`config.mk`:
```
export PLATFORM = sky130hd
export DESIGN_NAME = reg_file
export DESIGN_NICKNAME = d
export VERILOG_FILES = /design/src/logic/rv_pkg.sv /design/src/logic/reg_file.sv
export SDC_FILE = /design/constraint.sdc
export NUM_CORES = 2
export LEC_CHECK = 0
export BUFFER_PORTS_ARGS = -buffer_cell sky130_fd_sc_hd__buf_4
export CELL_PAD_IN_SITES_DETAIL_PLACEMENT = 0
export CELL_PAD_IN_SITES_GLOBAL_PLACEMENT = 1
export CORE_MARGIN = 10
export CORE_UTILIZATION = 30
export CTS_CLUSTER_SIZE = 25
export DETAILED_ROUTE_END_ITERATION = 16
export GPL_ROUTABILITY_DRIVEN = 1
export MAX_ROUTING_LAYER = met4
export PLACE_DENSITY = 0.58
export SYNTH_ARGS = -nofsm -noshare
export SYNTH_HDL_FRONTEND = slang
export SYNTH_SLANG_ARGS = --single-unit
```
`constraint.sdc`:
```
create_clock -name ex_clk -period 3.41 [get_ports ex_clk]
set_input_delay 0.5115 -clock ex_clk [delete_from_list [all_inputs] [get_ports ex_clk]]
set_output_delay 0.5115 -clock ex_clk [all_outputs]
set_load 0.05 [all_outputs]
```
`src/logic/rv_pkg.sv`:
```
package rv_pkg;

    localparam int xlen   = 32;
    localparam int reg_aw = 5;

    // One-hot ALU control bit positions
    localparam int alu_w    = 14;
    localparam int alu_add  = 0;
    localparam int alu_sub  = 1;
    localparam int alu_slt  = 2;
    localparam int alu_sltu = 3;
    localparam int alu_xor  = 4;
    localparam int alu_or   = 5;
    localparam int alu_and  = 6;
    localparam int alu_sll  = 7;
    localparam int alu_srl  = 8;
    localparam int alu_sra  = 9;
    localparam int alu_eq   = 10;
    localparam int alu_neq  = 11;
    localparam int alu_ge   = 12;
    localparam int alu_geu  = 13;

    // One-hot opcode bit positions
    localparam int op_w      = 11;
    localparam int op_rtype  = 0;
    localparam int op_itype  = 1;
    localparam int op_load   = 2;
    localparam int op_store  = 3;
    localparam int op_branch = 4;
    localparam int op_jal    = 5;
    localparam int op_jalr   = 6;
    localparam int op_lui    = 7;
    localparam int op_auipc  = 8;
    localparam int op_system = 9;
    localparam int op_fence  = 10;

    localparam int dmem_depth = 64;
    localparam int dmem_aw    = $clog2(dmem_depth);
    localparam logic [2:0] f3_word = 3'b010;

    typedef enum logic [6:0] {
        opc_load   = 7'b0000011,
        opc_fence  = 7'b0001111,
        opc_itype  = 7'b0010011,
        opc_auipc  = 7'b0010111,
        opc_store  = 7'b0100011,
        opc_rtype  = 7'b0110011,
        opc_lui    = 7'b0110111,
        opc_branch = 7'b1100011,
        opc_jalr   = 7'b1100111,
        opc_jal    = 7'b1101111,
        opc_system = 7'b1110011
    } opcode_e;

endpackage

```
`src/logic/reg_file.sv`:
```
`timescale 1ns/1ns

module reg_file (
    input  logic                      ex_clk,
    input  logic                      ex_rst,
    input  logic [rv_pkg::reg_aw-1:0] rs1_addr,
    input  logic [rv_pkg::reg_aw-1:0] rs2_addr,
    output logic [rv_pkg::xlen-1:0]   rs1_data,
    output logic [rv_pkg::xlen-1:0]   rs2_data,
    input  logic                      wb_we,
    input  logic [rv_pkg::reg_aw-1:0] wb_rd,
    input  logic [rv_pkg::xlen-1:0]   wb_data
);
    // x0 has no storage
    logic [rv_pkg::xlen-1:0] regs [1:31];

    always_ff @(posedge ex_clk or negedge ex_rst) begin
        if (!ex_rst) begin
            for (int i = 1; i < 32; i++) begin
                regs[i] <= '0;
            end
        end else if (wb_we && wb_rd != '0) begin
            regs[wb_rd] <= wb_data;
        end
    end

    // Same-cycle write is visible to the reader
    assign rs1_data = (rs1_addr == '0) ? '0 :
                      (wb_we && wb_rd == rs1_addr) ? wb_data : regs[rs1_addr];
    assign rs2_data = (rs2_addr == '0) ? '0 :
                      (wb_we && wb_rd == rs2_addr) ? wb_data : regs[rs2_addr];

endmodule

```
; Word level (Yosys, flattened, before mapping)
; Cells that the tools add are included.
[classes]
n_lt_le_gt_ge = 4
eq_ne = 2
n_mux = 13
bitwise_logic = 3
reduce_logical = 7
[ops]
columns = operator, count
row1 = $bwmux 992, 1
row2 = $bmux 32 s5, 2
row3 = $mux 32, 9
row4 = $demux 32 s5, 1
row5 = $ge 6x6->1 const B, 3
row6 = $not 5->6, 3
row7 = $eq 5x5->1, 2
row8 = $logic_not 5->1, 2
row9 = $lt 6x1->1 const B, 1
row10 = $reduce_bool 5->1, 1
row11 = $logic_and 1x1->1, 4
[totals]
ff_bits = 992
in_bits = 50
out_inout_bits = 64
elab_cells = 60

; Depth between registers and ports, before layout
[depth]
word_depth = 6
mapped_depth = 10
mapped_depth_nobuf = 5

; Worst setup path before layout
; OpenSTA, ideal clock, no wires.
[synth_timing]
kind = input -> output
startpoint = input port rs1_addr[1] (netlist name)
endpoint = output port rs1_data[1] (netlist name)
arrival_time_ns = 3.285
required_time_ns = 2.898
path_slack_ns = -0.386
cell_stages = 7
path_buffers = 4
cell_sequence = buf_4 buf_4 buf_2 clkbuf_1 mux4_2 o22ai_1 o41ai_1
[synth_between]
elab_chain_cells = 6
elab_cells_between_ends = 9
cone_classes = eq/ne: 1 / mux: 5 / bitwise: 1 / reduce/logical: 2
[synth_lines]
columns = item, line
row1 = from (decl), reg_file.sv:6  ; input logic [rv_pkg::reg_aw-1:0] rs1_addr,
row2 = $not 5->6 (not written as such), reg_file.sv:29  ; (wb_we && wb_rd == rs1_addr) ? wb_data : regs[rs1_addr];
row3 = $bmux 32 s5, reg_file.sv:29
row4 = $mux 32 (not written as such) (2 in a row), reg_file.sv:29
row5 = $mux 32, reg_file.sv:29
row6 = $mux 32 *, reg_file.sv:28  ; assign rs1_data = (rs1_addr == '0) ? '0 :
row7 = to (decl), reg_file.sv:8  ; output logic [rv_pkg::xlen-1:0] rs1_data,
; Every way passes the cells marked *; elsewhere a longest branch is shown, timed or not. The select of a mux whose other input is x is not followed.

; Final worst setup path
[layout_timing]
startpoint = input port rs2_addr[0] (netlist name)
endpoint = output port rs2_data[27] (netlist name)
[layout_between]
elab_chain_cells = 6
elab_cells_between_ends = 9
cone_classes = eq/ne: 1 / mux: 5 / bitwise: 1 / reduce/logical: 2
[layout_lines]
columns = item, line
row1 = from (decl), reg_file.sv:7  ; input logic [rv_pkg::reg_aw-1:0] rs2_addr,
row2 = $not 5->6 (not written as such), reg_file.sv:31  ; (wb_we && wb_rd == rs2_addr) ? wb_data : regs[rs2_addr];
row3 = $bmux 32 s5, reg_file.sv:31
row4 = $mux 32 (not written as such) (2 in a row), reg_file.sv:31
row5 = $mux 32, reg_file.sv:31
row6 = $mux 32 *, reg_file.sv:30  ; assign rs2_data = (rs2_addr == '0) ? '0 :
row7 = to (decl), reg_file.sv:9  ; output logic [rv_pkg::xlen-1:0] rs2_data,
; Marked as above.

==> impl_metrics.csv <==
group,metric,value,unit
logic_synthesis,yosys_warnings,0,
final_layout,fin_cells,6298,
drt,detailroute.via_count,35900,
floorplanning,core_region_area,0.178,mm2
final_layout,area_growth_syn_to_fin,20.3,%
job,number_of_maximum_capacitance_violations,0,
hold_path,hp-start,"wb_data[31]",
placed_design,placement.io_buffers,113,
floorplanning,start_util,30.1,%
clock_network,ctsLongestPathBuffers,3,
logic_synthesis,synthDominantAreaCellType,"dfrtp_1",
logic_synthesis,seq_total_area_yosys,46.3,%
clock_network,cts_num_sinks,992,
final_layout,layout.cells.most_common,"mux2_2",
timing,final.period_utilization,99.8,%
global_route,grt_pass1_vias,37500,
worst_setup_path,timing.critical_path.to_type,"primary output",
worst_setup_path,critPathArrivalTime,2.89,ns
clock_network,clockRootBuffer,"clkbuf_16",
worst_setup_path,worst-setup-path-type,"in2out",
final_layout,largest_register_ff_count,992,
final_layout,final_net_count,3896,
logic_synthesis,synthesis.nets,3682,
global_route,grt_pass1_wl,293000,um
placed_design,post_dp_cell_area,0.0602,mm2
drt,drtIter0Drc,2835,
timing,clock.fmax,294,MHz
placed_design,routabilityCongestion,0.812,
global_route,overflow,0,
logic_synthesis,postSynthAreaPerCell,14.8,um2
floorplanning,row_count,155,
timing,worst_slew_margin_rel,14.7,%
clock_network,clock_tree_from_tritoncts,"done",
worst_setup_path,r2r.worst_path.cells,2,
hold_path,hold_path_depth,2,
worst_setup_path,setup_slack_of_the_most_critical_reg_to_reg_path,2.52,ns
global_route,grt_max_degree,112,
floorplanning,design.die.area,0.196,mm2
timing,final_hold_viol_count,0,
drt,drt_wl_total,205000,um
final_layout,post-route-cell-area,0.0645,mm2
drt,drtAntennaViolNets,0,
drt,drt_drc_violations_left,0,
final_layout,largest_register,"regs",
timing,fin_crit,3.40,ns
floorplanning,boundaryPins,114,
hold_path,worst_hold_path.endpoint,"regs[479]$_DFFE_PN0P_",
final_layout,reg.largest.list,"regs (992)",
pwr,static-leakage-power,27.6,nW
clock_network,tritoncts_buffers,112,
placed_design,post-place-cells,6081,
drt,viasPerCell,5.69,
hold_path,holdCritPathClass,"in2reg",
logic_synthesis,synth_edf_count,0,
final_layout,fin_util,36.2,%
logic_synthesis,yosys_register_bits,992,
logic_synthesis,postSynth.topFlopCell,"dfrtp_1",
final_layout,num-fill-cells,16800,
logic_synthesis,post_synth_num_cell_types,60,
timing,worst_slew_pin_slew,1.28,ns
worst_setup_path,r2r-start,"regs[581]$_DFFE_PN0P_",
global_route,grt_util_all_layers,21.0,%
logic_synthesis,syn_inst,3632,
timing,final.setup.tns,0,ns
clock_network,worst_skew_pair.late_latency,0.75,ns
worst_setup_path,worstReg2RegEnd,"regs[581]$_DFFE_PN0P_",
logic_synthesis,synth_area_leaders,"dfrtp_1, mux2_2, mux4_2, clkbuf_1, mux2i_1",
worst_setup_path,crit_path_start_kind,"input port",
drt,drt-wirelength-per-cell,32.6,um
logic_synthesis,yosysTopAreaCellShare,46.3,%
logic_synthesis,postSynth.asyncResetShare,100,%
final_layout,top_library_cells_by_usage_in_the_layout_fill_and_taps_aside,"mux2_2, dfrtp_1, mux4_2",
final_layout,post_route_cells_drive_above_1_share,59.2,%
pwr,power-per-cell-area,577,mW/mm2
timing,report.final.setup_viol,0,
placed_design,dp.final_hpwl,131000,um
global_route,antenna_found_initial,7,
drt,drtPass1Iterations,5,
run_status,outcome,"completed",
clock_network,htree_levels,3,
timing,final-max-slew-violation-count,0,
worst_setup_path,critical_path_peak_fanout,11,
pwr,vdd.ir_drop.worst,0.395,mV
timing,grt_setup_unrepaired,"yes",
clock_network,clkTransAtPathRegs,0.06,ns
floorplanning,die_width,443,um
floorplanning,die-height,443,um
logic_synthesis,synth.cell_area,0.0537,mm2
timing,worst_clock_skew,0,ns
timing,whs,0.302,ns
worst_setup_path,required,2.90,ns
[metrics by stage]
stage | power [mW] | setup slack, ns
after detailed placement | 24.4 | -0.314
after global placement | 24.2 | -0.310
after floorplan | 21.4 | 0.0921
final | 37.2 | 0.00768
after global routing | 38.8 | -0.0181
after CTS | 37.4 | -0.0172
[repair_timing]
action,CTS,global route
hold buffers,1,0
endpoints found under the hold margin,40,0
pin swaps,10,11
buffers inserted,1,4
setup endpoints to repair,28,29
gates resized for setup,43,21
cloned,1,0
[worst max-delay path, stage by stage]
cell	delay, ns
buf_12	0.14
buf_4	0.17
xor2_1	0.14
nor4_1	0.34
and3_2	0.38
buf_4	0.40
a211oi_1	0.11
nor3_2	0.37
buf_4	0.29
[cell usage after synthesis (6+ instances only)]
library cell	n
a211oi_1	62
a21o_1	9
a21oi_1	7
a221o_1	44
a221oi_1	67
a22o_1	38
a22oi_1	14
a31oi_1	8
and2_1	6
buf_1	51
buf_2	77
buf_4	31
buf_6	19
clkbuf_1	217
dfrtp_1	992
mux2_2	1084
mux2i_1	68
mux4_2	426
nand2_1	67
nand3_1	8
nand3b_1	6
nor2_1	101
nor2b_1	20
nor3_1	70
nor3b_1	6
o21bai_1	9
o22ai_1	30
o41ai_1	14
xnor2_1	6
[where the power goes]
part | switching, mW | total, mW | internal [mW]
registers | 1.68 | 15.8 | 14.1
logic | 3.70 | 8.55 | 4.85
clock network | 5.30 | 12.9 | 7.61
total | 10.7 | 37.2 | 26.5
[worst max-delay path by stage]
stage / from / endpoint / cells after the start
finish: rs2_addr[0] / rs2_data[27] / 9
global route: regs[530]$_DFFE_PN0P_ / rs1_data[18] / 6
floorplan: rs2_addr[0] / rs2_data[30] / 8
global placement: rs2_addr[0] / rs2_data[30] / 10
CTS: regs[286]$_DFFE_PN0P_ / rs2_data[30] / 8
detailed placement: rs2_addr[0] / rs2_data[30] / 10
[cell type report]
class                           count  area [um2]  area share, %
Multi-Input combinational cell   2239       27700           43.0
Inverter                            2        7.51         0.0116
Clock buffer                      155        3160           4.90
Sequential cell                   992       24800           38.5
Antenna cell                        6        15.0         0.0233
Timing Repair Buffer              499        5120           7.94
Clock inverter                     50         704           1.09
Tap cell                         2355        2950           4.57
[logic make-up after synthesis]
logic type,share of synthesized area [%]
muxes,42.2
AOI/OAI and AO/OA,5.17
xor gates and xnor gates,0.163
buffers and inverters,3.57
DFF,46.3
and+or+nand+nor,2.67
[metal layers]
layer	global-route usage (%)	up-vias	wire length, um
li1	-	14600	-
met1	26.2	19700	85700
met2	34.4	1137	101000
met3	2.62	384	9340
met4	9.14	0	9320
met5	-	-	0
Power figures use the tool's default switching activity.
