**src/logic/rv_pkg.sv**
```systemverilog
package rv_pkg;

    localparam int xlen   = 32;
    localparam int reg_aw = 5;

    // One-hot ALU control bit positions
    localparam int alu_w    = 14;
    localparam int alu_add  = 0;
    localparam int alu_sub  = 1;
    localparam int alu_slt  = 2;
    localparam int alu_sltu = 3;
    localparam int alu_xor  = 4;
    localparam int alu_or   = 5;
    localparam int alu_and  = 6;
    localparam int alu_sll  = 7;
    localparam int alu_srl  = 8;
    localparam int alu_sra  = 9;
    localparam int alu_eq   = 10;
    localparam int alu_neq  = 11;
    localparam int alu_ge   = 12;
    localparam int alu_geu  = 13;

    // One-hot opcode bit positions
    localparam int op_w      = 11;
    localparam int op_rtype  = 0;
    localparam int op_itype  = 1;
    localparam int op_load   = 2;
    localparam int op_store  = 3;
    localparam int op_branch = 4;
    localparam int op_jal    = 5;
    localparam int op_jalr   = 6;
    localparam int op_lui    = 7;
    localparam int op_auipc  = 8;
    localparam int op_system = 9;
    localparam int op_fence  = 10;

    localparam int dmem_depth = 64;
    localparam int dmem_aw    = $clog2(dmem_depth);
    localparam logic [2:0] f3_word = 3'b010;

    typedef enum logic [6:0] {
        opc_load   = 7'b0000011,
        opc_fence  = 7'b0001111,
        opc_itype  = 7'b0010011,
        opc_auipc  = 7'b0010111,
        opc_store  = 7'b0100011,
        opc_rtype  = 7'b0110011,
        opc_lui    = 7'b0110111,
        opc_branch = 7'b1100011,
        opc_jalr   = 7'b1100111,
        opc_jal    = 7'b1101111,
        opc_system = 7'b1110011
    } opcode_e;

endpackage

```
**src/logic/fetch_stage.sv**
```systemverilog
`timescale 1ns/1ns

module fetch_stage (
    input  logic                    ex_clk,
    input  logic                    ex_rst,
    input  logic                    change_pc,
    input  logic [rv_pkg::xlen-1:0] next_pc,
    input  logic                    ex_hold,
    output logic [rv_pkg::xlen-1:0] imem_addr,
    input  logic [rv_pkg::xlen-1:0] imem_data,
    output logic [rv_pkg::xlen-1:0] f_instr,
    output logic [rv_pkg::xlen-1:0] f_pc,
    output logic                    f_ce
);
    logic [rv_pkg::xlen-1:0] pc;

    // ROM is word addressed
    assign imem_addr = {2'b00, pc[rv_pkg::xlen-1:2]};

    always_ff @(posedge ex_clk or negedge ex_rst) begin
        if (!ex_rst) begin
            pc   <= '0;
            f_ce <= 1'b0;
        end else if (change_pc) begin
            // Word fetched this cycle is on the wrong path
            pc   <= next_pc;
            f_ce <= 1'b0;
        end else if (!ex_hold) begin
            pc   <= pc + rv_pkg::xlen'(4);
            f_ce <= 1'b1;
        end
    end

    always_ff @(posedge ex_clk) begin
        if (!ex_hold) begin
            f_instr <= imem_data;
            f_pc    <= pc;
        end
    end

endmodule

```
**config.mk**
```make
export PLATFORM = sky130hd
export DESIGN_NAME = fetch_stage
export DESIGN_NICKNAME = d
export VERILOG_FILES = /design/src/logic/rv_pkg.sv /design/src/logic/fetch_stage.sv
export SDC_FILE = /design/constraint.sdc
export NUM_CORES = 1
export LEC_CHECK = 0
export CAP_MARGIN = 10
export CORE_MARGIN = 1.5
export CORE_UTILIZATION = 60
export CTS_CLUSTER_DIAMETER = 50
export CTS_CLUSTER_SIZE = 12
export DETAILED_ROUTE_END_ITERATION = 16
export DONT_BUFFER_PORTS = 1
export PLACE_DENSITY = 0.79
export SKIP_LAST_GASP = 1
export SLEW_MARGIN = 30
export SYNTH_ARGS = -nofsm -noshare
export SYNTH_HDL_FRONTEND = slang
export SYNTH_SLANG_ARGS = --single-unit
```
**constraint.sdc**
```tcl
create_clock -name ex_clk -period 2.15 [get_ports ex_clk]
set_input_delay 0.1075 -clock ex_clk [delete_from_list [all_inputs] [get_ports ex_clk]]
set_output_delay 0.1075 -clock ex_clk [all_outputs]
set_load 0.01 [all_outputs]
```
### After elaboration in Yosys (flattened, before gate mapping)

Index checks and enable logic that the tools add are counted.

| operators by class | value |
|---|---|
| shift operators | 0 |
| eq/ne operators | 1 |
| add/subtract/negate cells | 1 |
| reduce and logical (&&, ||, !) cells | 0 |
| muxes and demuxes | 4 |
| $lt $le $gt $ge | 0 |
| bitwise operators | 0 |
| multipliers | 0 |
| divide/modulo/power cells | 0 |

Operator list:

| operator | count |
|---|---|
| $mux 32 | 2 |
| $add 32x3->32 const B | 1 |
| $mux 1 | 2 |
| $ne 2x2->1 const B | 1 |

| storage, ports and cells | value |
|---|---|
| memories | 0 |
| output and inout bits | 97 |
| bits in read-only memories | 0 |
| latch bits | 0 |
| logic and storage cells | 10 |
| bits in writable memories | 0 |
| register bits | 97 |

### Logic depth before layout (Yosys ltp)

Gate-level depths: netlist of the first run.

| logic depth | value |
|---|---|
| word-level depth | 3 |
| depth in mapped cells | 7 |

### Worst setup path after synthesis of the first run

No wires, ideal clock.

| timing path | value |
|---|---|
| kind | input to register |
| start | input ex_hold |
| end | register f_instr[0] (netlist name) (enable) |
| arrival | 1.528 ns |
| data required time | 1.731 ns |
| setup slack | 0.203 ns |
| cell stages on the path | 2 |
| cells stage by stage | buf_4 > inv_1 |

RTL lines:

| element | line | RTL |
|---|---|---|
| start: declaration | fetch_stage.sv:8 | `input logic ex_hold,` |
| end signal: assignment | fetch_stage.sv:36 | `f_instr <= imem_data;` |
| end: declaration | fetch_stage.sv:11 | `output logic [rv_pkg::xlen-1:0] f_instr,` |

No word-level cell between the ends.

### Final worst setup path of the first run

| timing path | value |
|---|---|
| start | register pc[2] (netlist name) |
| end | register pc[24] (netlist name) |

| on the way | value |
|---|---|
| cells in the longest elaborated chain, start to end | 3 |

Ends and longest elaborated chain:

| element | line | RTL |
|---|---|---|
| start: declaration | fetch_stage.sv:15 | `logic [rv_pkg::xlen-1:0] pc;` |
| start signal: assignment | fetch_stage.sv:26 | `pc <= next_pc;` |
| start signal: assignment | fetch_stage.sv:29 | `pc <= pc + rv_pkg::xlen'(4);` |
| $add 32x3->32 | fetch_stage.sv:29 |  |
| $mux 32 | fetch_stage.sv:28 | `end else if (!ex_hold) begin` |
| $mux 32 | fetch_stage.sv:24 | `end else if (change_pc) begin` |

Every way passes these cells. The select of a mux whose other input is x is not followed.
A chain may end at the register's enable or synchronous reset.

==> reports/metrics.yaml, run 1 <==
sta:
  max_freq_mhz: 493
  tns_ns: 0
  setup_violations: 0
  rsz0062_at_grt: "false"
  skew_ns: 0.0106
  hold_viol_final: 0
  holdWs_ns: 0.0480
  finalCritPeriodShare: 0.943
  maxSlewViolCount: 0
  tightest_slew_ns: 0.712
  fin_crit_ns: 2.03
  max_slew_margin: 0.523
cells_and_area:
  nets: 438
  area_delta_synth_final_pct: 23.0
  final_core_util: 0.777
  final_cells: 452
  layout_commonest_cell: "dlygate4sd3_1"
  seq_area_sq_mm: 0.00275
  final_layout_size_suffix_gt1_frac: 0.123
  fillerInstances: 379
  multi_input_area_sq_mm: 0.00104
  layout_common_cells: "dlygate4sd3_1 (69), edfxtp_1 (64), dfrtp_1 (33)"
setup_path:
  timing.rr.start: "pc[2]"
  critPathRequiredTime_ns: 2.42
  crit_arrival_ns: 2.30
  crit_path_end_kind: "flop"
  path_class: "reg2reg"
  path_max_fanout: 12
  rrSetupSlack_ns: 0.12
  worstRegToRegCells: 5
  reg2reg_to: "pc[24]"
  startpoint_type: "flop"
outcome:
  status: "complete, no violations"
detailed_routing:
  viasPerCell: 6.16
  drc: 0
  dr.pass1.iters: 4
  drtIter0Drc: 160
  ant_nets: 0
  wl_per_cell_um: 21.6
  vias: 2786
  drt-total-wl_um: 9780
power:
  ir_worst_vdd_mv: 0.386
  leakage_nw: 1.86
  powerDensity_mw_per_mm2: 831
  power.total_mw: 4.19
grt:
  grtUsageTotal: 0.267
  grt_pass1_wl_um: 14800
  antenna_found_initial: 0
  grt_overflow_total: 0
  grt_max_degree: 38
  grt_pass1_vias: 2770
synthesis:
  async_reset_ff_frac: 0.340
  yosys.area.top_type: "edfxtp_1"
  synth-main-ff-cell: "edfxtp_1"
  synthCells: 310
  ys_top_cells_by_area: "edfxtp_1 (47%), dfrtp_1 (20%), buf_4 (6.0%), nand2_1 (2.2%), a31oi_1 (2.0%)"
  synth.cell_area_sq_mm: 0.00410
  synth.top_cell.area_share: 0.469
  synth-seq-area-share: 0.670
  synth-edff-count: 64
  synth_cell_types: 44
  ys.warnings.count: 0
  syn_avg_cell_area_sq_um: 13.2
  synth-seq-cells: 97
clock_tree:
  post-cts-setup-buffers: 0
  cts.clk_slew.worst_paths_ns: 0.09
  clk_path_buf_depth: 2
  clk_latency_ns: 0.36
  tritoncts: "built"
  cts_root_buf: "clkbuf_8"
  numCtsBuffers: 9
  cts_sinks: 97
  h-tree-depth: 3
floorplanning:
  rows: 29
  fp.coreArea_sq_mm: 0.00649
  die_area_sq_mm: 0.00734
  die_x_um: 85.7
  io_pins: 165
  start_util: 0.631
  chipHeight_um: 85.7
hold_path:
  min_delay_path_depth: 2
  hold_start: "ex_hold"
  min_to: "pc[17]"
  hold_path.class: "in2reg"
placed_design:
  place_hpwl_um: 5850
  port-buffer-count: 0
  dp_cells: 364
  gp_congestion: 0.851
job:
  drv_cap: 0
-- layer usage --
metal | up-vias | track usage | share of wire
li1 | 1238 | - | -
met1 | 1382 | 0.318 | 0.38
met2 | 143 | 0.469 | 0.53
met3 | 23 | 0.0722 | 0.071
met4 | 0 | 0.0909 | 0.021
met5 | - | 0 | 0
-- power breakdown --
| group | switching [mW] | internal (mW) |
|---|---|---|
| Sequential | 0.169 | 2.17 |
| Combinational | 0.229 | 0.220 |
| Clock | 0.620 | 0.782 |
| Total | 1.02 | 3.17 |
-- stage by stage --
step / area [sq um] / setup slack (ns)
6_report: 5040 / 0.124
3_3_place_gp: 4060 / 0.224
2_1_floorplan: 4110 / 0.203
3_5_place_dp: 4060 / 0.104
4_1_cts: 5040 / 0.0890
5_1_grt: 5040 / 0.0248
-- cell families after synthesis --
| logic type | Yosys count | share of synthesized area |
|---|---|---|
| AO/OA/AOI/OAI | 46 | 0.0732 |
| XOR/XNOR | 13 | 0.0278 |
| adder cells (fa/ha/maj) | 1 | 0.00305 |
| buffers and inverters | 52 | 0.0787 |
| flip-flops | 97 | 0.670 |
| multiplexers | 3 | 0.00793 |
| other | 1 | 0.000914 |
| AND/OR/NAND/NOR | 97 | 0.138 |
-- worst max-delay path: stages, from the launching register on --
cell     delay, ns
dfrtp_1       0.39
ha_1          0.20
nand2_1       0.09
or3_1         0.55
or4_1         0.54
a31oi_1       0.19
-- state kept, by name, indices dropped and copies added (netlist names) --
signal and cells:
f_instr 32, f_ce 1, f_pc 32, pc 32
-- worst max path at each step --
stage,cells after the start,endpoint,slack (ns),startpoint
final,5,pc[24],0.12,pc[2]
after global routing,5,pc[22],0.02,pc[2]
after detailed placement,4,pc[25],0.10,pc[15]
after global placement,5,pc[22],0.22,pc[2]
after floorplan,2,f_instr[0],0.20,ex_hold
after CTS,4,pc[23],0.09,pc[15]
-- layout make-up --
cell class	count	share of cell area
clock inverters	6	0.0231
multi-input cells	162	0.206
repair buffers	92	0.176
flip-flops and latches	97	0.545
inverters	7	0.00521
well taps	77	0.0191
clock buffers	10	0.0253
diodes	1	0.000496
-- what timing repair did --
| item | 4_1_cts | 5_1_grt |
|---|---|---|
| gates resized for setup | 0 | 1 |
| hold endpoints to repair | 97 | 0 |
| hold buffers | 71 | 0 |
| setup endpoints to repair | 0 | 2 |
-- synth_stat cells, types with 2 or more instances --
master and n:
nor2_1 17, dfrtp_1 33, and2_1 2, clkbuf_1 8, nor4_1 4, and4_1 2
nand4_1 8, xor2_1 7, mux2_2 2, o31a_1 4, buf_4 33, o21ai_0 2
or4_1 9, nand2_1 24, o31ai_1 8, o21ai_1 14, nor4b_1 2, buf_2 3
a31oi_1 13, nand2b_1 2, nor2b_1 2, xnor2_1 6, and3_1 2, or3_1 4
nand4b_1 3, nand3_1 8, o41ai_1 3, edfxtp_1 64, inv_1 6
Power figures use the tool's default switching activity.
==> inputs of run 2 (changes only) <==
--- a/config.mk
+++ b/config.mk
@@ -8,6 +8,7 @@
 export CAP_MARGIN = 10
 export CORE_MARGIN = 1.5
 export CORE_UTILIZATION = 60
+export CTS_BUF_LIST = sky130_fd_sc_hd__clkbuf_8 sky130_fd_sc_hd__clkbuf_16
 export CTS_CLUSTER_DIAMETER = 50
 export CTS_CLUSTER_SIZE = 12
 export DETAILED_ROUTE_END_ITERATION = 16
==> run 2 against run 1 <==
Effect of this change:
- global-route usage unchanged
- via count down 1.1%
- clock power about the same
- total power about the same
- sequential power about the same
- largest cell class unchanged
- highest routed layer unchanged
==> reports/metrics.yaml, run 2 (synthesis gave the netlist of run 1 again) <==
cells_and_area:
  layout_common_cells: "dlygate4sd3_1 (69), edfxtp_1 (64), dfrtp_1 (33)"
  nets: 438
  reg_top3: "f_instr x32, f_pc x32, pc x32"
  final_cells: 452
  final_layout_size_suffix_gt1_frac: 0.123
  fillerInstances: 379
  area_delta_synth_final_pct: 23.0
  multi_input_area_sq_mm: 0.00104
  layout_commonest_cell: "dlygate4sd3_1"
  fin_area_sq_mm: 0.00504
  seq_area_sq_mm: 0.00275
clock_tree:
  h-tree-depth: 3
  cts.clk_slew.worst_paths_ns: 0.09
  clk_latency_ns: 0.36
  clk_path_buf_depth: 2
  cts_root_buf: "clkbuf_8"
  post-cts-setup-buffers: 0
  numCtsBuffers: 9
  tritoncts: "built"
  cts_sinks: 97
setup_path:
  startpoint_type: "flop"
  cp-startpoint: "pc[2]"
  rrSetupSlack_ns: 0.13
  worstRegToRegCells: 5
  reg2reg_to: "pc[24]"
  path_max_fanout: 12
  critPathRequiredTime_ns: 2.42
  timing.rr.start: "pc[2]"
  path_class: "reg2reg"
  crit_family: "simple AND/OR/NAND/NOR gates"
  endpoint: "pc[24]"
  critPathMaxStageDelay_ns: 0.55
  crit_path_end_kind: "flop"
  cpMaxStageDelayCell: "or3_1"
  path_cells: "ha_1, nand2_1, or3_1, or4_1, a31oi_1"
  crit_arrival_ns: 2.29
  worst-path-buf-inv: 0
  path_depth: 5
sta:
  rsz0062_at_grt: "false"
  fin_crit_ns: 2.02
  max_slew_margin: 0.524
  setup_violations: 0
  skew_ns: 0.0133
  tns_ns: 0
  hold_viol_final: 0
  max_freq_mhz: 494
  tightest_slew_ns: 0.710
  finalCritPeriodShare: 0.942
  maxSlewViolCount: 0
  holdWs_ns: 0.0528
grt:
  grt_pass1_wl_um: 14800
  grt_overflow_total: 0
  antenna_found_initial: 0
  grt_max_degree: 38
  grtUsageTotal: 0.267
  grt_pass1_vias: 2770
power:
  p_sw_frac: 0.243
  p_int_mw: 3.17
  leakage_nw: 1.86
  p_clk_frac: 0.334
  powerDensity_mw_per_mm2: 830
  p_sw_mw: 1.02
  pwr-share-comb: 0.107
  ir_worst_vdd_mv: 0.387
  p_seq_frac: 0.559
  power.total_mw: 4.19
floorplanning:
  chipHeight_um: 85.7
  fp.coreArea_sq_mm: 0.00649
  die_area_sq_mm: 0.00734
  rows: 29
  start_util: 0.631
  io_pins: 165
  die_x_um: 85.7
detailed_routing:
  drtIter0Drc: 160
  viasPerCell: 6.10
  drc: 0
  drt-total-wl_um: 9750
  ant_nets: 0
  wl_per_cell_um: 21.6
  vias: 2755
  dr.pass1.iters: 4
job:
  drv_cap: 0
placed_design:
  dp_cells: 364
  place_hpwl_um: 5850
  port-buffer-count: 0
  gp_congestion: 0.851
  post_dp_cell_area_sq_mm: 0.00406
hold_path:
  hold_path.class: "in2reg"
outcome:
  status: "complete, no violations"
run 2: changes by cell type in the layout (fill, tap and decap cells not counted):
cell,before,now
inv_1,5,6
clkbuf_1,1,0
run 2: layout make-up:
class	instances	area share
Antenna cell	1	0.000496
Clock buffer	9	0.0246
Clock inverter	7	0.0238
Inverter	7	0.00521
Multi-Input combinational cell	162	0.206
Sequential cell	97	0.545
Tap cell	77	0.0191
Timing Repair Buffer	92	0.176
run 2: repair_timing:
item,CTS,global route
endpoints found under the hold margin,97,0
endpoints found under the setup margin,0,2
resized for setup,0,1
hold buffers,71,0
run 2: through the flow:
step	setup slack, ns	util
3_5_place_dp	0.104	0.626
5_1_grt	0.0248	0.776
2_1_floorplan	0.203	-
4_1_cts	0.0890	0.776
6_report	0.126	0.777
3_3_place_gp	0.224	0.626
run 2: worst min path at each step:
stage                 start      to  slack, ns  depth (start not counted)
floorplan            ex_rst    f_ce      -0.19                          0
global placement     ex_rst   pc[8]      -0.19                          0
detailed placement   ex_rst   pc[8]      -0.19                          0
CTS                 ex_hold  pc[17]      0.005                          2
global route        ex_hold  pc[17]       0.04                          2
finish              ex_hold  pc[17]       0.05                          2
run 2: power by group through the flow:
| stage | clock network, mW | registers, mW | logic, mW |
|---|---|---|---|
| detailed placement | 0 | 2.38 | 0.298 |
| finish | 1.40 | 2.34 | 0.448 |
| CTS | 1.40 | 2.34 | 0.441 |
| floorplan | 0 | 2.36 | 0.270 |
| global route | 1.48 | 2.36 | 0.487 |
| global placement | 0 | 2.37 | 0.288 |
run 2: layer usage:
layer / track usage / wire length (um) / up-vias / part of all wire
li1: - / - / 1237 / -
met2: 0.469 / 5180 / 148 / 0.53
met3: 0.0722 / 716 / 17 / 0.073
met5: 0 / 0 / - / 0
met4: 0.0909 / 148 / 0 / 0.015
met1: 0.318 / 3710 / 1353 / 0.38
