$ cat config.mk
export PLATFORM = sky130hd
export DESIGN_NAME = decode_stage
export DESIGN_NICKNAME = d
export VERILOG_FILES = /design/src/logic/rv_pkg.sv /design/src/logic/decode_stage.sv
export SDC_FILE = /design/constraint.sdc
export NUM_CORES = 1
export LEC_CHECK = 0
export ABC_AREA = 0
export BUFFER_PORTS_ARGS = -buffer_cell sky130_fd_sc_hd__buf_2
export CAP_MARGIN = 20
export CORE_AREA = 2 2 122 124
export DETAILED_ROUTE_END_ITERATION = 8
export DIE_AREA = 0 0 124 126
export PLACE_DENSITY = 0.8
export SLEW_MARGIN = 0
export SYNTH_ARGS = -nofsm -noshare
export SYNTH_HDL_FRONTEND = slang
export SYNTH_SLANG_ARGS = --single-unit
$ cat constraint.sdc
create_clock -name ex_clk -period 2 [get_ports ex_clk]
set_input_delay 0.5 -clock ex_clk [delete_from_list [all_inputs] [get_ports ex_clk]]
set_output_delay 0.5 -clock ex_clk [all_outputs]
set_load 0.02 [all_outputs]
$ cat src/logic/rv_pkg.sv
package rv_pkg;

    localparam int xlen   = 32;
    localparam int reg_aw = 5;

    // One-hot ALU control bit positions
    localparam int alu_w    = 14;
    localparam int alu_add  = 0;
    localparam int alu_sub  = 1;
    localparam int alu_slt  = 2;
    localparam int alu_sltu = 3;
    localparam int alu_xor  = 4;
    localparam int alu_or   = 5;
    localparam int alu_and  = 6;
    localparam int alu_sll  = 7;
    localparam int alu_srl  = 8;
    localparam int alu_sra  = 9;
    localparam int alu_eq   = 10;
    localparam int alu_neq  = 11;
    localparam int alu_ge   = 12;
    localparam int alu_geu  = 13;

    // One-hot opcode bit positions
    localparam int op_w      = 11;
    localparam int op_rtype  = 0;
    localparam int op_itype  = 1;
    localparam int op_load   = 2;
    localparam int op_store  = 3;
    localparam int op_branch = 4;
    localparam int op_jal    = 5;
    localparam int op_jalr   = 6;
    localparam int op_lui    = 7;
    localparam int op_auipc  = 8;
    localparam int op_system = 9;
    localparam int op_fence  = 10;

    localparam int dmem_depth = 64;
    localparam int dmem_aw    = $clog2(dmem_depth);
    localparam logic [2:0] f3_word = 3'b010;

    typedef enum logic [6:0] {
        opc_load   = 7'b0000011,
        opc_fence  = 7'b0001111,
        opc_itype  = 7'b0010011,
        opc_auipc  = 7'b0010111,
        opc_store  = 7'b0100011,
        opc_rtype  = 7'b0110011,
        opc_lui    = 7'b0110111,
        opc_branch = 7'b1100011,
        opc_jalr   = 7'b1100111,
        opc_jal    = 7'b1101111,
        opc_system = 7'b1110011
    } opcode_e;

endpackage

$ cat src/logic/decode_stage.sv
`timescale 1ns/1ns

module decode_stage (
    input  logic                      ex_clk,
    input  logic                      ex_rst,
    input  logic [rv_pkg::xlen-1:0]   f_instr,
    input  logic [rv_pkg::xlen-1:0]   f_pc,
    input  logic                      f_ce,
    input  logic                      flush,
    input  logic                      ex_hold,
    output logic [rv_pkg::reg_aw-1:0] rs1_addr,
    output logic [rv_pkg::reg_aw-1:0] rs2_addr,
    input  logic [rv_pkg::xlen-1:0]   rs1_data,
    input  logic [rv_pkg::xlen-1:0]   rs2_data,
    output logic [rv_pkg::alu_w-1:0]  d_alu,
    output logic [rv_pkg::op_w-1:0]   d_opcode,
    output logic [2:0]                d_funct3,
    output logic [rv_pkg::reg_aw-1:0] d_addr_rs1,
    output logic [rv_pkg::reg_aw-1:0] d_addr_rs2,
    output logic [rv_pkg::reg_aw-1:0] d_addr_rd,
    output logic [rv_pkg::xlen-1:0]   d_data_rs1,
    output logic [rv_pkg::xlen-1:0]   d_data_rs2,
    output logic [rv_pkg::xlen-1:0]   d_imm,
    output logic [rv_pkg::xlen-1:0]   d_pc,
    output logic                      d_ce
);
    rv_pkg::opcode_e           opc;
    logic [rv_pkg::op_w-1:0]   opcode_1h;
    logic [rv_pkg::alu_w-1:0]  alu_1h;
    logic [rv_pkg::xlen-1:0]   imm;
    logic [2:0]                funct3;
    logic                      is_sub;

    assign opc    = rv_pkg::opcode_e'(f_instr[6:0]);
    assign funct3 = f_instr[14:12];
    assign is_sub = opcode_1h[rv_pkg::op_rtype] && f_instr[30];

    // During a hold the held instruction re-reads its sources, picking up late writebacks
    assign rs1_addr = ex_hold ? d_addr_rs1 : f_instr[19:15];
    assign rs2_addr = ex_hold ? d_addr_rs2 : f_instr[24:20];

    always_comb begin
        opcode_1h = '0;
        case (opc)
            rv_pkg::opc_rtype:  opcode_1h[rv_pkg::op_rtype] = 1'b1;
            rv_pkg::opc_itype:  opcode_1h[rv_pkg::op_itype] = 1'b1;
            rv_pkg::opc_load:   opcode_1h[rv_pkg::op_load] = 1'b1;
            rv_pkg::opc_store:  opcode_1h[rv_pkg::op_store] = 1'b1;
            rv_pkg::opc_branch: opcode_1h[rv_pkg::op_branch] = 1'b1;
            rv_pkg::opc_jal:    opcode_1h[rv_pkg::op_jal] = 1'b1;
            rv_pkg::opc_jalr:   opcode_1h[rv_pkg::op_jalr] = 1'b1;
            rv_pkg::opc_lui:    opcode_1h[rv_pkg::op_lui] = 1'b1;
            rv_pkg::opc_auipc:  opcode_1h[rv_pkg::op_auipc] = 1'b1;
            rv_pkg::opc_system: opcode_1h[rv_pkg::op_system] = 1'b1;
            rv_pkg::opc_fence:  opcode_1h[rv_pkg::op_fence] = 1'b1;
            default:            opcode_1h = '0;
        endcase
    end

    always_comb begin
        alu_1h = '0;
        if (opcode_1h[rv_pkg::op_rtype] || opcode_1h[rv_pkg::op_itype]) begin
            case (funct3)
                3'b000:  alu_1h[is_sub ? rv_pkg::alu_sub : rv_pkg::alu_add] = 1'b1;
                3'b001:  alu_1h[rv_pkg::alu_sll] = 1'b1;
                3'b010:  alu_1h[rv_pkg::alu_slt] = 1'b1;
                3'b011:  alu_1h[rv_pkg::alu_sltu] = 1'b1;
                3'b100:  alu_1h[rv_pkg::alu_xor] = 1'b1;
                3'b101:  alu_1h[f_instr[30] ? rv_pkg::alu_sra : rv_pkg::alu_srl] = 1'b1;
                3'b110:  alu_1h[rv_pkg::alu_or] = 1'b1;
                default: alu_1h[rv_pkg::alu_and] = 1'b1;
            endcase
        end else if (opcode_1h[rv_pkg::op_branch]) begin
            case (funct3)
                3'b000:  alu_1h[rv_pkg::alu_eq] = 1'b1;
                3'b001:  alu_1h[rv_pkg::alu_neq] = 1'b1;
                3'b100:  alu_1h[rv_pkg::alu_slt] = 1'b1;
                3'b101:  alu_1h[rv_pkg::alu_ge] = 1'b1;
                3'b110:  alu_1h[rv_pkg::alu_sltu] = 1'b1;
                3'b111:  alu_1h[rv_pkg::alu_geu] = 1'b1;
                default: alu_1h = '0;
            endcase
        end else begin
            // Address and target arithmetic
            alu_1h[rv_pkg::alu_add] = 1'b1;
        end
    end

    always_comb begin
        if (opcode_1h[rv_pkg::op_store]) begin
            imm = {{20{f_instr[31]}}, f_instr[31:25], f_instr[11:7]};
        end else if (opcode_1h[rv_pkg::op_branch]) begin
            imm = {{19{f_instr[31]}}, f_instr[31], f_instr[7], f_instr[30:25],
                   f_instr[11:8], 1'b0};
        end else if (opcode_1h[rv_pkg::op_lui] || opcode_1h[rv_pkg::op_auipc]) begin
            imm = {f_instr[31:12], 12'b0};
        end else if (opcode_1h[rv_pkg::op_jal]) begin
            imm = {{11{f_instr[31]}}, f_instr[31], f_instr[19:12], f_instr[20],
                   f_instr[30:21], 1'b0};
        end else begin
            imm = {{20{f_instr[31]}}, f_instr[31:20]};
        end
    end

    always_ff @(posedge ex_clk or negedge ex_rst) begin
        if (!ex_rst) begin
            d_ce     <= 1'b0;
            d_opcode <= '0;
            d_alu    <= '0;
        end else if (flush) begin
            d_ce <= 1'b0;
        end else if (!ex_hold) begin
            d_ce     <= f_ce;
            d_opcode <= opcode_1h;
            d_alu    <= alu_1h;
        end
    end

    always_ff @(posedge ex_clk) begin
        d_data_rs1 <= rs1_data;
        d_data_rs2 <= rs2_data;
        if (!ex_hold) begin
            d_funct3   <= funct3;
            d_addr_rs1 <= f_instr[19:15];
            d_addr_rs2 <= f_instr[24:20];
            d_addr_rd  <= f_instr[11:7];
            d_imm      <= imm;
            d_pc       <= f_pc;
        end
    end

    a_opcode_onehot: assert property (
        @(posedge ex_clk) disable iff (!ex_rst) $onehot0(d_opcode)
    ) else $error("d_opcode not one-hot: %b", d_opcode);

endmodule

# [Yosys cells after proc, flatten, opt, wreduce, memory -nomap -nowiden]
# Cells that the tools add are included.
# W data, S select, Z words.
[word_totals] regBits=172 in_bits=133 out_inout_bits=182 word_cells=86
[op_classes] magnitude_cmp=4 eq_ne=19 n_mux=42 bitwise=2 n_reduce_logical=8
[op_table] operator="$mux W31" n=3
[op_table] operator="$eq A7 B7 Y1 const B" n=4
[op_table] operator="$mux W1" n=24
[op_table] operator="$eq A7 B6 Y1 const B" n=3
[op_table] operator="$mux W20" n=1
[op_table] operator="$pmux W1 S3" n=6
[op_table] operator="$eq A7 B5 Y1 const B" n=2
[op_table] operator="$mux W14" n=1
[op_table] operator="$mux W13" n=1
[op_table] operator="$eq A3 B3 Y1 const B" n=4
[op_table] operator="$pmux W6 S2" n=1
[op_table] operator="$mux W5" n=2
[op_table] operator="$demux W1 S4" n=2
[op_table] operator="$eq A7 B2 Y1 const B" n=1
[op_table] operator="$eq A7 B4 Y1 const B" n=1
[op_table] operator="$eq A3 B2 Y1 const B" n=2
[op_table] operator="$lt A1 B5 Y1 const B" n=1
[op_table] operator="$lt A4 B5 Y1 const B" n=1
[op_table] operator="$reduce_or A5 Y1" n=1
[op_table] operator="$ge A4 B1 Y1 const B" n=1
[op_table] operator="$pmux W2 S2" n=1
[op_table] operator="$eq A3 B1 Y1 const B" n=1
[op_table] operator="$logic_and A1 B1 Y1" n=3
[op_table] operator="$logic_not A3 Y1" n=1
[op_table] operator="other kinds (5)" n=7

# [Depth between registers and ports, before layout]
# Gate-level depths: netlist of run 1.
[logic_depth] word_depth=10 mapped_depth=6 depth_no_buf=4

# [Worst setup path after synthesis of run 1]
# No wires, ideal clock.
[synth_timing] kind="input port to flip-flop" startpoint="in ex_hold" endpoint="reg d_addr_rd[0] in the netlist's numbering (enable)" setup_ns=0.426 arrival_time_ns=2.164 path_slack_ns=-0.590 cell_stages=2 n_path_buf=1 path_cell_list="buf_1 inv_1"
[synth_rtl] element="start, declared" line="decode_stage.sv:10" text="input logic ex_hold,"
[synth_rtl] element="end signal, assigned" line="decode_stage.sv:126" text="d_addr_rd <= f_instr[11:7];"
[synth_rtl] element="end, declared" line="decode_stage.sv:20" text="output logic [rv_pkg::reg_aw-1:0] d_addr_rd,"
# No word-level cell between the ends.

# [Worst setup path in the final report of run 1]
[layout_timing] startpoint="in ex_hold" endpoint="out rs2_addr[2] in the netlist's numbering"
[layout_via] elab_chain_len=1
[layout_rtl] element="$mux W5"
[layout_rtl] element="end, declared" line="decode_stage.sv:12" text="output logic [rv_pkg::reg_aw-1:0] rs2_addr,"
# No other way between the ends.

==> impl_metrics.toml, run 1 <==
[detailed_routing]
routed_wl_mm = 15.0
drtPass1Iterations = 4
first_iter_violations = 222
wl_per_cell_um = 17.1
ant_nets = 0
via_count = 4015
remaining_drc_errors = 0
vias_per_cell = 4.59

[logic_synthesis]
synth_top_area_share_pct = 40.5
synth-edff-count = 72
synthFlopType = "dfxtp_1"
synth_area_per_cell_um2 = 15.7
async_reset_ff_share_pct = 15.1
yosys_warnings = 0
netlist_area_um2 = 5340
yosysTopAreaCell = "edfxtp_1"
synth_cells = 341
yosys_register_bits = 172
synth_area_leaders = "edfxtp_1, dfxtp_1, dfrtp_1"
seq_area_frac_synth_pct = 80.5
synth_most_common_cell = "dfxtp_1"
synthDistinctLibCells = 43
yosys-top-cells-count = "dfxtp_1, edfxtp_1, nand2_1"
syn-num-nets = 474

[critical_path]
startpoint = "ex_hold"
crit_path_max_fanout = 14
critPathCaptureType = "primary output"
reg2reg_depth = 1
critPathKind = "in -> out"
cp_common_cell = "buf_2"
crit_path_max_incr_delay_ns = 0.40
ff2ff_setup_slack_ns = 1.30
cp.required_ns = 1.50
startpoint_type = "primary input"
cp_cell_sequence = "buf_2, mux2_2, buf_2"
r2r-end = "d_addr_rs2[2]$_DFF_P_"
r2r-start = "d_addr_rs2[2]$_DFF_P_"
slowest_stage = "mux2_2"
worstPathArrival_ns = 1.42

[layout]
fillers = 1255
drive_above_1_share_pct = 54.9
seq_area_um2 = 4290
multi_input_area_um2 = 977
syn2layout_area_growth_pct = 45.8
final_util_pct = 54.4
nets = 808

[sta]
final-hold-violation-count = 0
post-route-period-util_pct = 95.9
whs_ns = 0.0867
worst_slew_pin_slew_ns = 0.907
min_period_ns = 1.92
fmax_mhz = 522
finClkSkew_ns = 0
rsz0062_at_grt = "false"
tns_ns = 0
finalSetupViolCount = 0
slew_headroom_pct = 39.4
final_max_slew_viol_count = 0

[global_routing]
grt_max_degree = 73
grt_pass1_wl_mm = 21.6
grt_pass1_vias = 3992
track_usage_pct = 18.9
grt-ovfl-total = 0
antenna_found_initial = 3

[floorplanning]
dieArea_um2 = 15600
die_width_um = 124
die_h_um = 126
coreArea_um2 = 14300
initial_core_util_pct = 37.3
core.rowCount = 44
io_pins = 315

[cts]
h-tree-depth = 4
cts_tree = "built"
cts_sinks = 172
postCtsSetupBuffers = 0
cts_root_buf = "clkbuf_16"
cts-resized-gates = 0
cts_buffer_depth = 2
path_clk_slew_ns = 0.07
cts_buffers = 17
clkLatencyLatePin_ns = 0.42
cts_hold_buf = 0

[outcome]
run_status = "finished clean"

[pwr]
peakVddDrop_mv = 0.614
power-per-cell-area_nw_per_um2 = 1020
leakagePower_nw = 3.68

[placed_design]
place.gp.congestion = 0.868
io_buffers = 314
dpl.hpwl_mm = 11.6

[worst_hold_path]
hp-class = "in -> async"

[run]
maxCapViolCount = 0
## stage by stage
stage          area, um2  std cells  worst slack [ns]  total power, mW
5_1_grt             7780        874            0.0325             8.26
6_report            7780        875            0.0826             7.96
3_5_place_dp        7210        840            0.0622             4.93
3_3_place_gp        7210        840            0.0878             4.91
2_1_floorplan       5360        341           -0.0272             4.47
4_1_cts             7770        872            0.0644             8.05
## logic make-up after synthesis
| family | Yosys count | synth area share, % |
|---|---|---|
| flops | 172 | 80.4 |
| simple gates | 91 | 9.28 |
| compound gates | 52 | 6.56 |
| buf+inv | 14 | 1.24 |
| mux | 11 | 2.30 |
| xor+xnor | 1 | 0.164 |
## power by group
group / switching (mW) / internal [mW] / leakage [nW]
registers: 0.0593 / 3.89 / 1.69
clock network: 1.38 / 1.74 / 0.265
logic: 0.577 / 0.315 / 1.73
total: 2.01 / 5.95 / 3.68
## worst max-delay path: cells and delay by family
kind	cells	cell delay (ns)
buffers and inverters	2	0.51
muxes	1	0.40
## sequential cells by signal (all words and copies together) (netlist names)
signal	count
d_ce	1
d_data_rs1	32
d_data_rs2	32
d_addr_rd	5
d_alu	14
d_opcode	11
d_addr_rs2	5
d_addr_rs1	5
d_imm	32
d_pc	32
d_funct3	3
## worst max-delay path by stage
stage	endpoint	slack, ns
2_1_floorplan	d_addr_rd[0]$_DFFE_PN_	-0.03
3_3_place_gp	rs2_addr[3]	0.09
3_5_place_dp	rs1_addr[2]	0.06
6_report	rs2_addr[2]	0.08
4_1_cts	rs1_addr[2]	0.06
5_1_grt	rs1_addr[2]	0.03
## layout by cell type (no fill, tap or decap), types with 2 or more instances in the layout
master / netlist / final
clkbuf_16: 0 / 17
nor2_1: 7 / 7
dfxtp_1: 74 / 74
nand3_1: 7 / 7
buf_12: 0 / 2
nand4_1: 3 / 3
buf_2: 5 / 314
edfxtp_1: 72 / 72
a21o_1: 11 / 11
o41ai_1: 2 / 2
diode_2: 0 / 3
o21ai_0: 19 / 19
a21oi_1: 4 / 4
nand2_1: 46 / 46
o31ai_1: 8 / 8
inv_6: 0 / 4
inv_8: 0 / 2
nor3_1: 2 / 2
dfrtp_1: 26 / 26
mux2_2: 10 / 10
clkbuf_1: 6 / 2
or3_1: 2 / 2
clkinvlp_4: 0 / 5
a22o_2: 2 / 2
nor2b_1: 8 / 8
buf_4: 0 / 12
a22o_1: 2 / 2
nand3b_1: 3 / 3
## layout make-up
cell class / count / area share, %
diodes: 3 / 0.0965
flip-flops and latches: 172 / 55.2
clock buffers: 19 / 5.56
multi-input cells: 155 / 12.6
well taps: 184 / 2.96
clock inverters: 13 / 1.66
inverters: 1 / 0.0965
repair buffers: 328 / 21.9
## per-layer routing
layer	vias up	global-route usage, %	part of all wire (%)
li1	1897	-	-
met3	28	5.62	7.3
met2	180	30.7	50
met5	-	0	0
met4	0	9.72	2.6
met1	1910	22.6	40
(Power assumes the default switching activity.)
==> run 2: changes to the inputs <==
--- a/config.mk
+++ b/config.mk
@@ -11,7 +11,7 @@
 export CORE_AREA = 2 2 122 124
 export DETAILED_ROUTE_END_ITERATION = 8
 export DIE_AREA = 0 0 124 126
-export PLACE_DENSITY = 0.8
+export PLACE_DENSITY_LB_ADDON = 0.12
 export SLEW_MARGIN = 0
 export SYNTH_ARGS = -nofsm -noshare
 export SYNTH_HDL_FRONTEND = slang
==> constraint.sdc (replaced) <==
create_clock -name ex_clk -period 2 [get_ports ex_clk]
set_input_delay 0.5 -clock ex_clk [delete_from_list [all_inputs] [get_ports ex_clk]]
set_output_delay 0.5 -clock ex_clk [all_outputs]
set_load 0.05 [all_outputs]
==> impl_metrics.toml, run 2 (synthesis results as in run 1) <==
[outcome]
run_status = "finished clean"

[critical_path]
critPathKind = "in -> out"
r2r-start = "d_addr_rs2[0]$_DFF_P_"
cp_common_cell = "buf_2"
startpoint = "ex_hold"
critPathCaptureType = "primary output"
slowest_stage = "mux2_2"
cp_cell_sequence = "buf_2, mux2_2, buf_2"
crit_path_max_fanout = 12
startpoint_type = "primary input"
ff2ff_setup_slack_ns = 1.27
crit_path_max_incr_delay_ns = 0.40
cp.required_ns = 1.50
worstPathArrival_ns = 1.41

[pwr]
p_int_mw = 6.00
power-per-cell-area_nw_per_um2 = 1090
power_switching_mw = 2.49
clock_power_share_pct = 36.8
seqPwrFrac_pct = 46.5
pwr-share-comb_pct = 16.7
peakVddDrop_mv = 0.582
leakagePower_nw = 3.70
p_sw_share_pct = 29.3

[layout]
final_util_pct = 54.4
multi_input_area_um2 = 977
syn2layout_area_growth_pct = 46.0
final_common_cell = "buf_2"
final_cells = 875
seq_area_um2 = 4290
drive_above_1_share_pct = 55.0
fillers = 1289
mostFrequentLayoutCells = "buf_2, dfxtp_1, edfxtp_1"
nets = 810

[detailed_routing]
first_iter_violations = 109
wl_per_cell_um = 16.5
drtPass1Iterations = 6
via_count = 3966
ant_nets = 0
vias_per_cell = 4.53
remaining_drc_errors = 0
routed_wl_mm = 14.4

[cts]
cts_buffers = 17
cts_hold_buf = 0
clkLatencyLatePin_ns = 0.41
postCtsSetupBuffers = 0
cts_buffer_depth = 2
path_clk_slew_ns = 0.07
cts-resized-gates = 0
h-tree-depth = 4
cts_root_buf = "clkbuf_16"
cts_sinks = 172
cts_tree = "built"

[sta]
finClkSkew_ns = 0
final-hold-violation-count = 0
min_period_ns = 1.91
rsz0062_at_grt = "false"
final_max_slew_viol_count = 0
whs_ns = 0.0699
post-route-period-util_pct = 95.7
setup_slack_ns = 0.0867
fmax_mhz = 523
worst_slew_pin_slew_ns = 0.882
finalSetupViolCount = 0
slew_headroom_pct = 41.1

[floorplanning]
core.rowCount = 44
coreArea_um2 = 14300
die_width_um = 124
die_h_um = 126
initial_core_util_pct = 37.3
io_pins = 315
dieArea_um2 = 15600

[global_routing]
grt_max_degree = 32
track_usage_pct = 18.0
antenna_found_initial = 1
grt_pass1_wl_mm = 20.7
grt-ovfl-total = 0
grt_pass1_vias = 3917

[worst_hold_path]
hp-class = "in -> async"

[placed_design]
dp_slack_ns = 0.0670
dpl.hpwl_mm = 11.2
io_buffers = 314
place.gp.congestion = 0.803
place_inst = 842

[run]
maxCapViolCount = 0
run 2: changes by cell type in the layout (fill, tap and decap cells not counted), moves of 2 or more:
cell        previous run  this run
clkinvlp_4             5         1
clkinv_4               0         2
inv_8                  2         0
buf_4                 12        14
run 2: routing by layer:
layer | GRT usage [%] | part of all wire [%] | wire, um
met4 | 5.82 | 1.1 | 157
met5 | 0 | 0 | 0
met1 | 21.0 | 39 | 5580
met3 | 7.16 | 10 | 1440
met2 | 30.3 | 50 | 7230
run 2: power groups by stage:
stage / registers, mW / clock network (mW) / logic, mW
after floorplan: 4.79 / 0 / 0.212
after global placement: 4.02 / 0 / 1.42
after detailed placement: 4.02 / 0 / 1.43
after CTS: 3.95 / 3.20 / 1.43
after global routing: 3.97 / 3.36 / 1.48
final: 3.94 / 3.13 / 1.42
run 2: final timing paths:
kind,cells after the start,end
setup / recovery,3,rs2_addr[3]
hold / removal,1,d_alu[7]$_DFFE_PN0P_
setup reg to reg,1,d_addr_rs2[0]$_DFF_P_
hold reg to reg,2,d_alu[2]$_DFFE_PN0P_
max in group asynchronous,1,d_alu[10]$_DFFE_PN0P_
min in group ex_clk,1,d_data_rs2[13]$_DFF_P_
run 2: stage by stage:
| stage | setup TNS, ns | power [mW] | instance area, um2 |
|---|---|---|---|
| finish | 0 | 8.49 | 7790 |
| global route | 0 | 8.81 | 7790 |
| CTS | 0 | 8.59 | 7790 |
| detailed placement | 0 | 5.45 | 7230 |
| global placement | 0 | 5.44 | 7230 |
| floorplan | -1.96 | 5.00 | 5360 |
run 2: critical path, delay by kind of cell:
| kind | cells | cell delay (ns) |
|---|---|---|
| buffers and inverters | 2 | 0.51 |
| multiplexers | 1 | 0.40 |
run 2: area by class of cell:
| cell class | instances | share of cell area (%) |
|---|---|---|
| flip-flops and latches | 172 | 55.1 |
| repair buffers | 330 | 22.0 |
| multi-input cells | 155 | 12.5 |
| clock buffers | 19 | 5.83 |
| well taps | 184 | 2.95 |
| clock inverters | 12 | 1.40 |
| inverters | 1 | 0.0963 |
| diodes | 2 | 0.0642 |
==> run 3: changes to the inputs <==
--- a/config.mk
+++ b/config.mk
@@ -11,7 +11,7 @@
 export CORE_AREA = 2 2 122 124
 export DETAILED_ROUTE_END_ITERATION = 8
 export DIE_AREA = 0 0 124 126
-export PLACE_DENSITY_LB_ADDON = 0.12
+export PLACE_DENSITY = 0.7
 export SLEW_MARGIN = 0
 export SYNTH_ARGS = -nofsm -noshare
 export SYNTH_HDL_FRONTEND = slang
==> impl_metrics.toml, run 3 (synthesis results as in run 1) <==
[outcome]
run_status = "finished clean"

[worst_hold_path]
hp-class = "in -> async"

[critical_path]
worstPathArrival_ns = 1.36
r2r-start = "d_addr_rs2[0]$_DFF_P_"
cp_cell_sequence = "buf_4, mux2_2, buf_2"
critPathKind = "in -> out"
ff2ff_setup_slack_ns = 1.22
cp.required_ns = 1.50
r2r-end = "d_addr_rs2[0]$_DFF_P_"
reg2reg_depth = 1
crit_path_max_incr_delay_ns = 0.39
slowest_stage = "mux2_2"
startpoint_type = "primary input"
crit_path_max_fanout = 12
critPathCaptureType = "primary output"

[floorplanning]
dieArea_um2 = 15600
core.rowCount = 44
coreArea_um2 = 14300
io_pins = 315
initial_core_util_pct = 37.3
die_h_um = 126
die_width_um = 124

[run]
maxCapViolCount = 0

[detailed_routing]
vias_per_cell = 4.61
ant_nets = 0
drtPass1Iterations = 5
routed_wl_mm = 15.7
remaining_drc_errors = 0
wl_per_cell_um = 17.9
via_count = 4029
first_iter_violations = 294

[cts]
cts_tree = "built"
h-tree-depth = 4
clkLatencyLatePin_ns = 0.42
postCtsSetupBuffers = 0
path_clk_slew_ns = 0.07
cts_buffers = 17
cts_buffer_depth = 2
cts_root_buf = "clkbuf_16"
cts_sinks = 172

[pwr]
peakVddDrop_mv = 0.540
power-per-cell-area_nw_per_um2 = 1090
leakagePower_nw = 3.71
finalPower_mw = 8.55

[sta]
final_max_slew_viol_count = 0
final-hold-violation-count = 0
whs_ns = 0.0759
rsz0062_at_grt = "false"
slew_headroom_pct = 40.3
min_period_ns = 1.86
post-route-period-util_pct = 93.2
finalSetupViolCount = 0
worst_slew_pin_slew_ns = 0.894
finClkSkew_ns = 0
fmax_mhz = 537

[placed_design]
place.gp.congestion = 0.841
io_buffers = 314
dpl.hpwl_mm = 12.2

[global_routing]
grt_pass1_vias = 3882
track_usage_pct = 19.4
grt_max_degree = 36
antenna_found_initial = 1
grt_pass1_wl_mm = 22.2
grt-ovfl-total = 0

[layout]
nets = 810
drive_above_1_share_pct = 55.2
final_util_pct = 54.6
n_antenna_cell = 0
final_common_cell = "buf_2"
mostFrequentLayoutCells = "buf_2, dfxtp_1, edfxtp_1"
syn2layout_area_growth_pct = 46.4
## run 3: changes by cell type in the layout (fill, tap and decap cells not counted)
cell        delta
inv_8          +5
clkbuf_16      -1
diode_2        -2
clkinv_2       -2
inv_6          -1
inv_4          -1
buf_12         +1
clkinvlp_4     +1
bufinv_16      -1
clkbuf_1       -1
clkinv_8       +2
buf_2          -1
## run 3: what timing repair did
item	4_1_cts	5_1_grt
hold buffers	0	0
gates resized for setup	1	0
setup endpoints to repair	10	0
## run 3: metrics by stage
stage / area, um2 / cells / TNS, ns / worst slack (ns)
after detailed placement: 7240 / 842 / -0.173 / -0.0270
after floorplan: 5360 / 341 / -1.96 / -0.0272
after global routing: 7820 / 874 / 0 / 0.104
final: 7820 / 874 / 0 / 0.136
after CTS: 7820 / 874 / 0 / 0.114
after global placement: 7240 / 842 / -0.0357 / -0.00940
## run 3: final cells by class
type | instances | area [um2]
clock buffers | 17 | 425
clock inverters | 15 | 150
fillers | 1230 | 6500
inverters | 1 | 7.51
multi-input cells | 155 | 977
flip-flops and latches | 172 | 4290
well taps | 184 | 230
repair buffers | 330 | 1730
## run 3: worst max-delay path: cells and delay by family
family / cells / cell delay (ns)
mux: 1 / 0.39
buf+inv: 2 / 0.46
## run 3: worst max-delay path by stage
stage                           from                     end  slack (ns)  cells past startpoint
3_5_place_dp                 ex_hold             rs2_addr[4]       -0.03                      3
4_1_cts        d_addr_rs2[0]$_DFF_P_             rs2_addr[0]        0.11                      2
5_1_grt        d_addr_rs2[0]$_DFF_P_             rs2_addr[0]        0.10                      2
6_report                     ex_hold             rs2_addr[4]        0.14                      3
2_1_floorplan                ex_hold  d_addr_rd[0]$_DFFE_PN_       -0.03                      2
3_3_place_gp                 ex_hold             rs2_addr[1]      -0.009                      3
## run 3: per-layer routing
layer	GRT usage, %	vias to the layer above	part of all wire, %
met5	0	-	0.070
met4	5.49	2	1.2
met3	5.71	16	8.3
met2	32.5	190	51
met1	24.3	1919	40
li1	-	1902	-
## run 3: power by group
part	internal [mW]	leakage, nW	switching, mW
Combinational	0.320	1.74	1.12
Clock	1.66	0.282	1.49
Sequential	3.89	1.69	0.0634
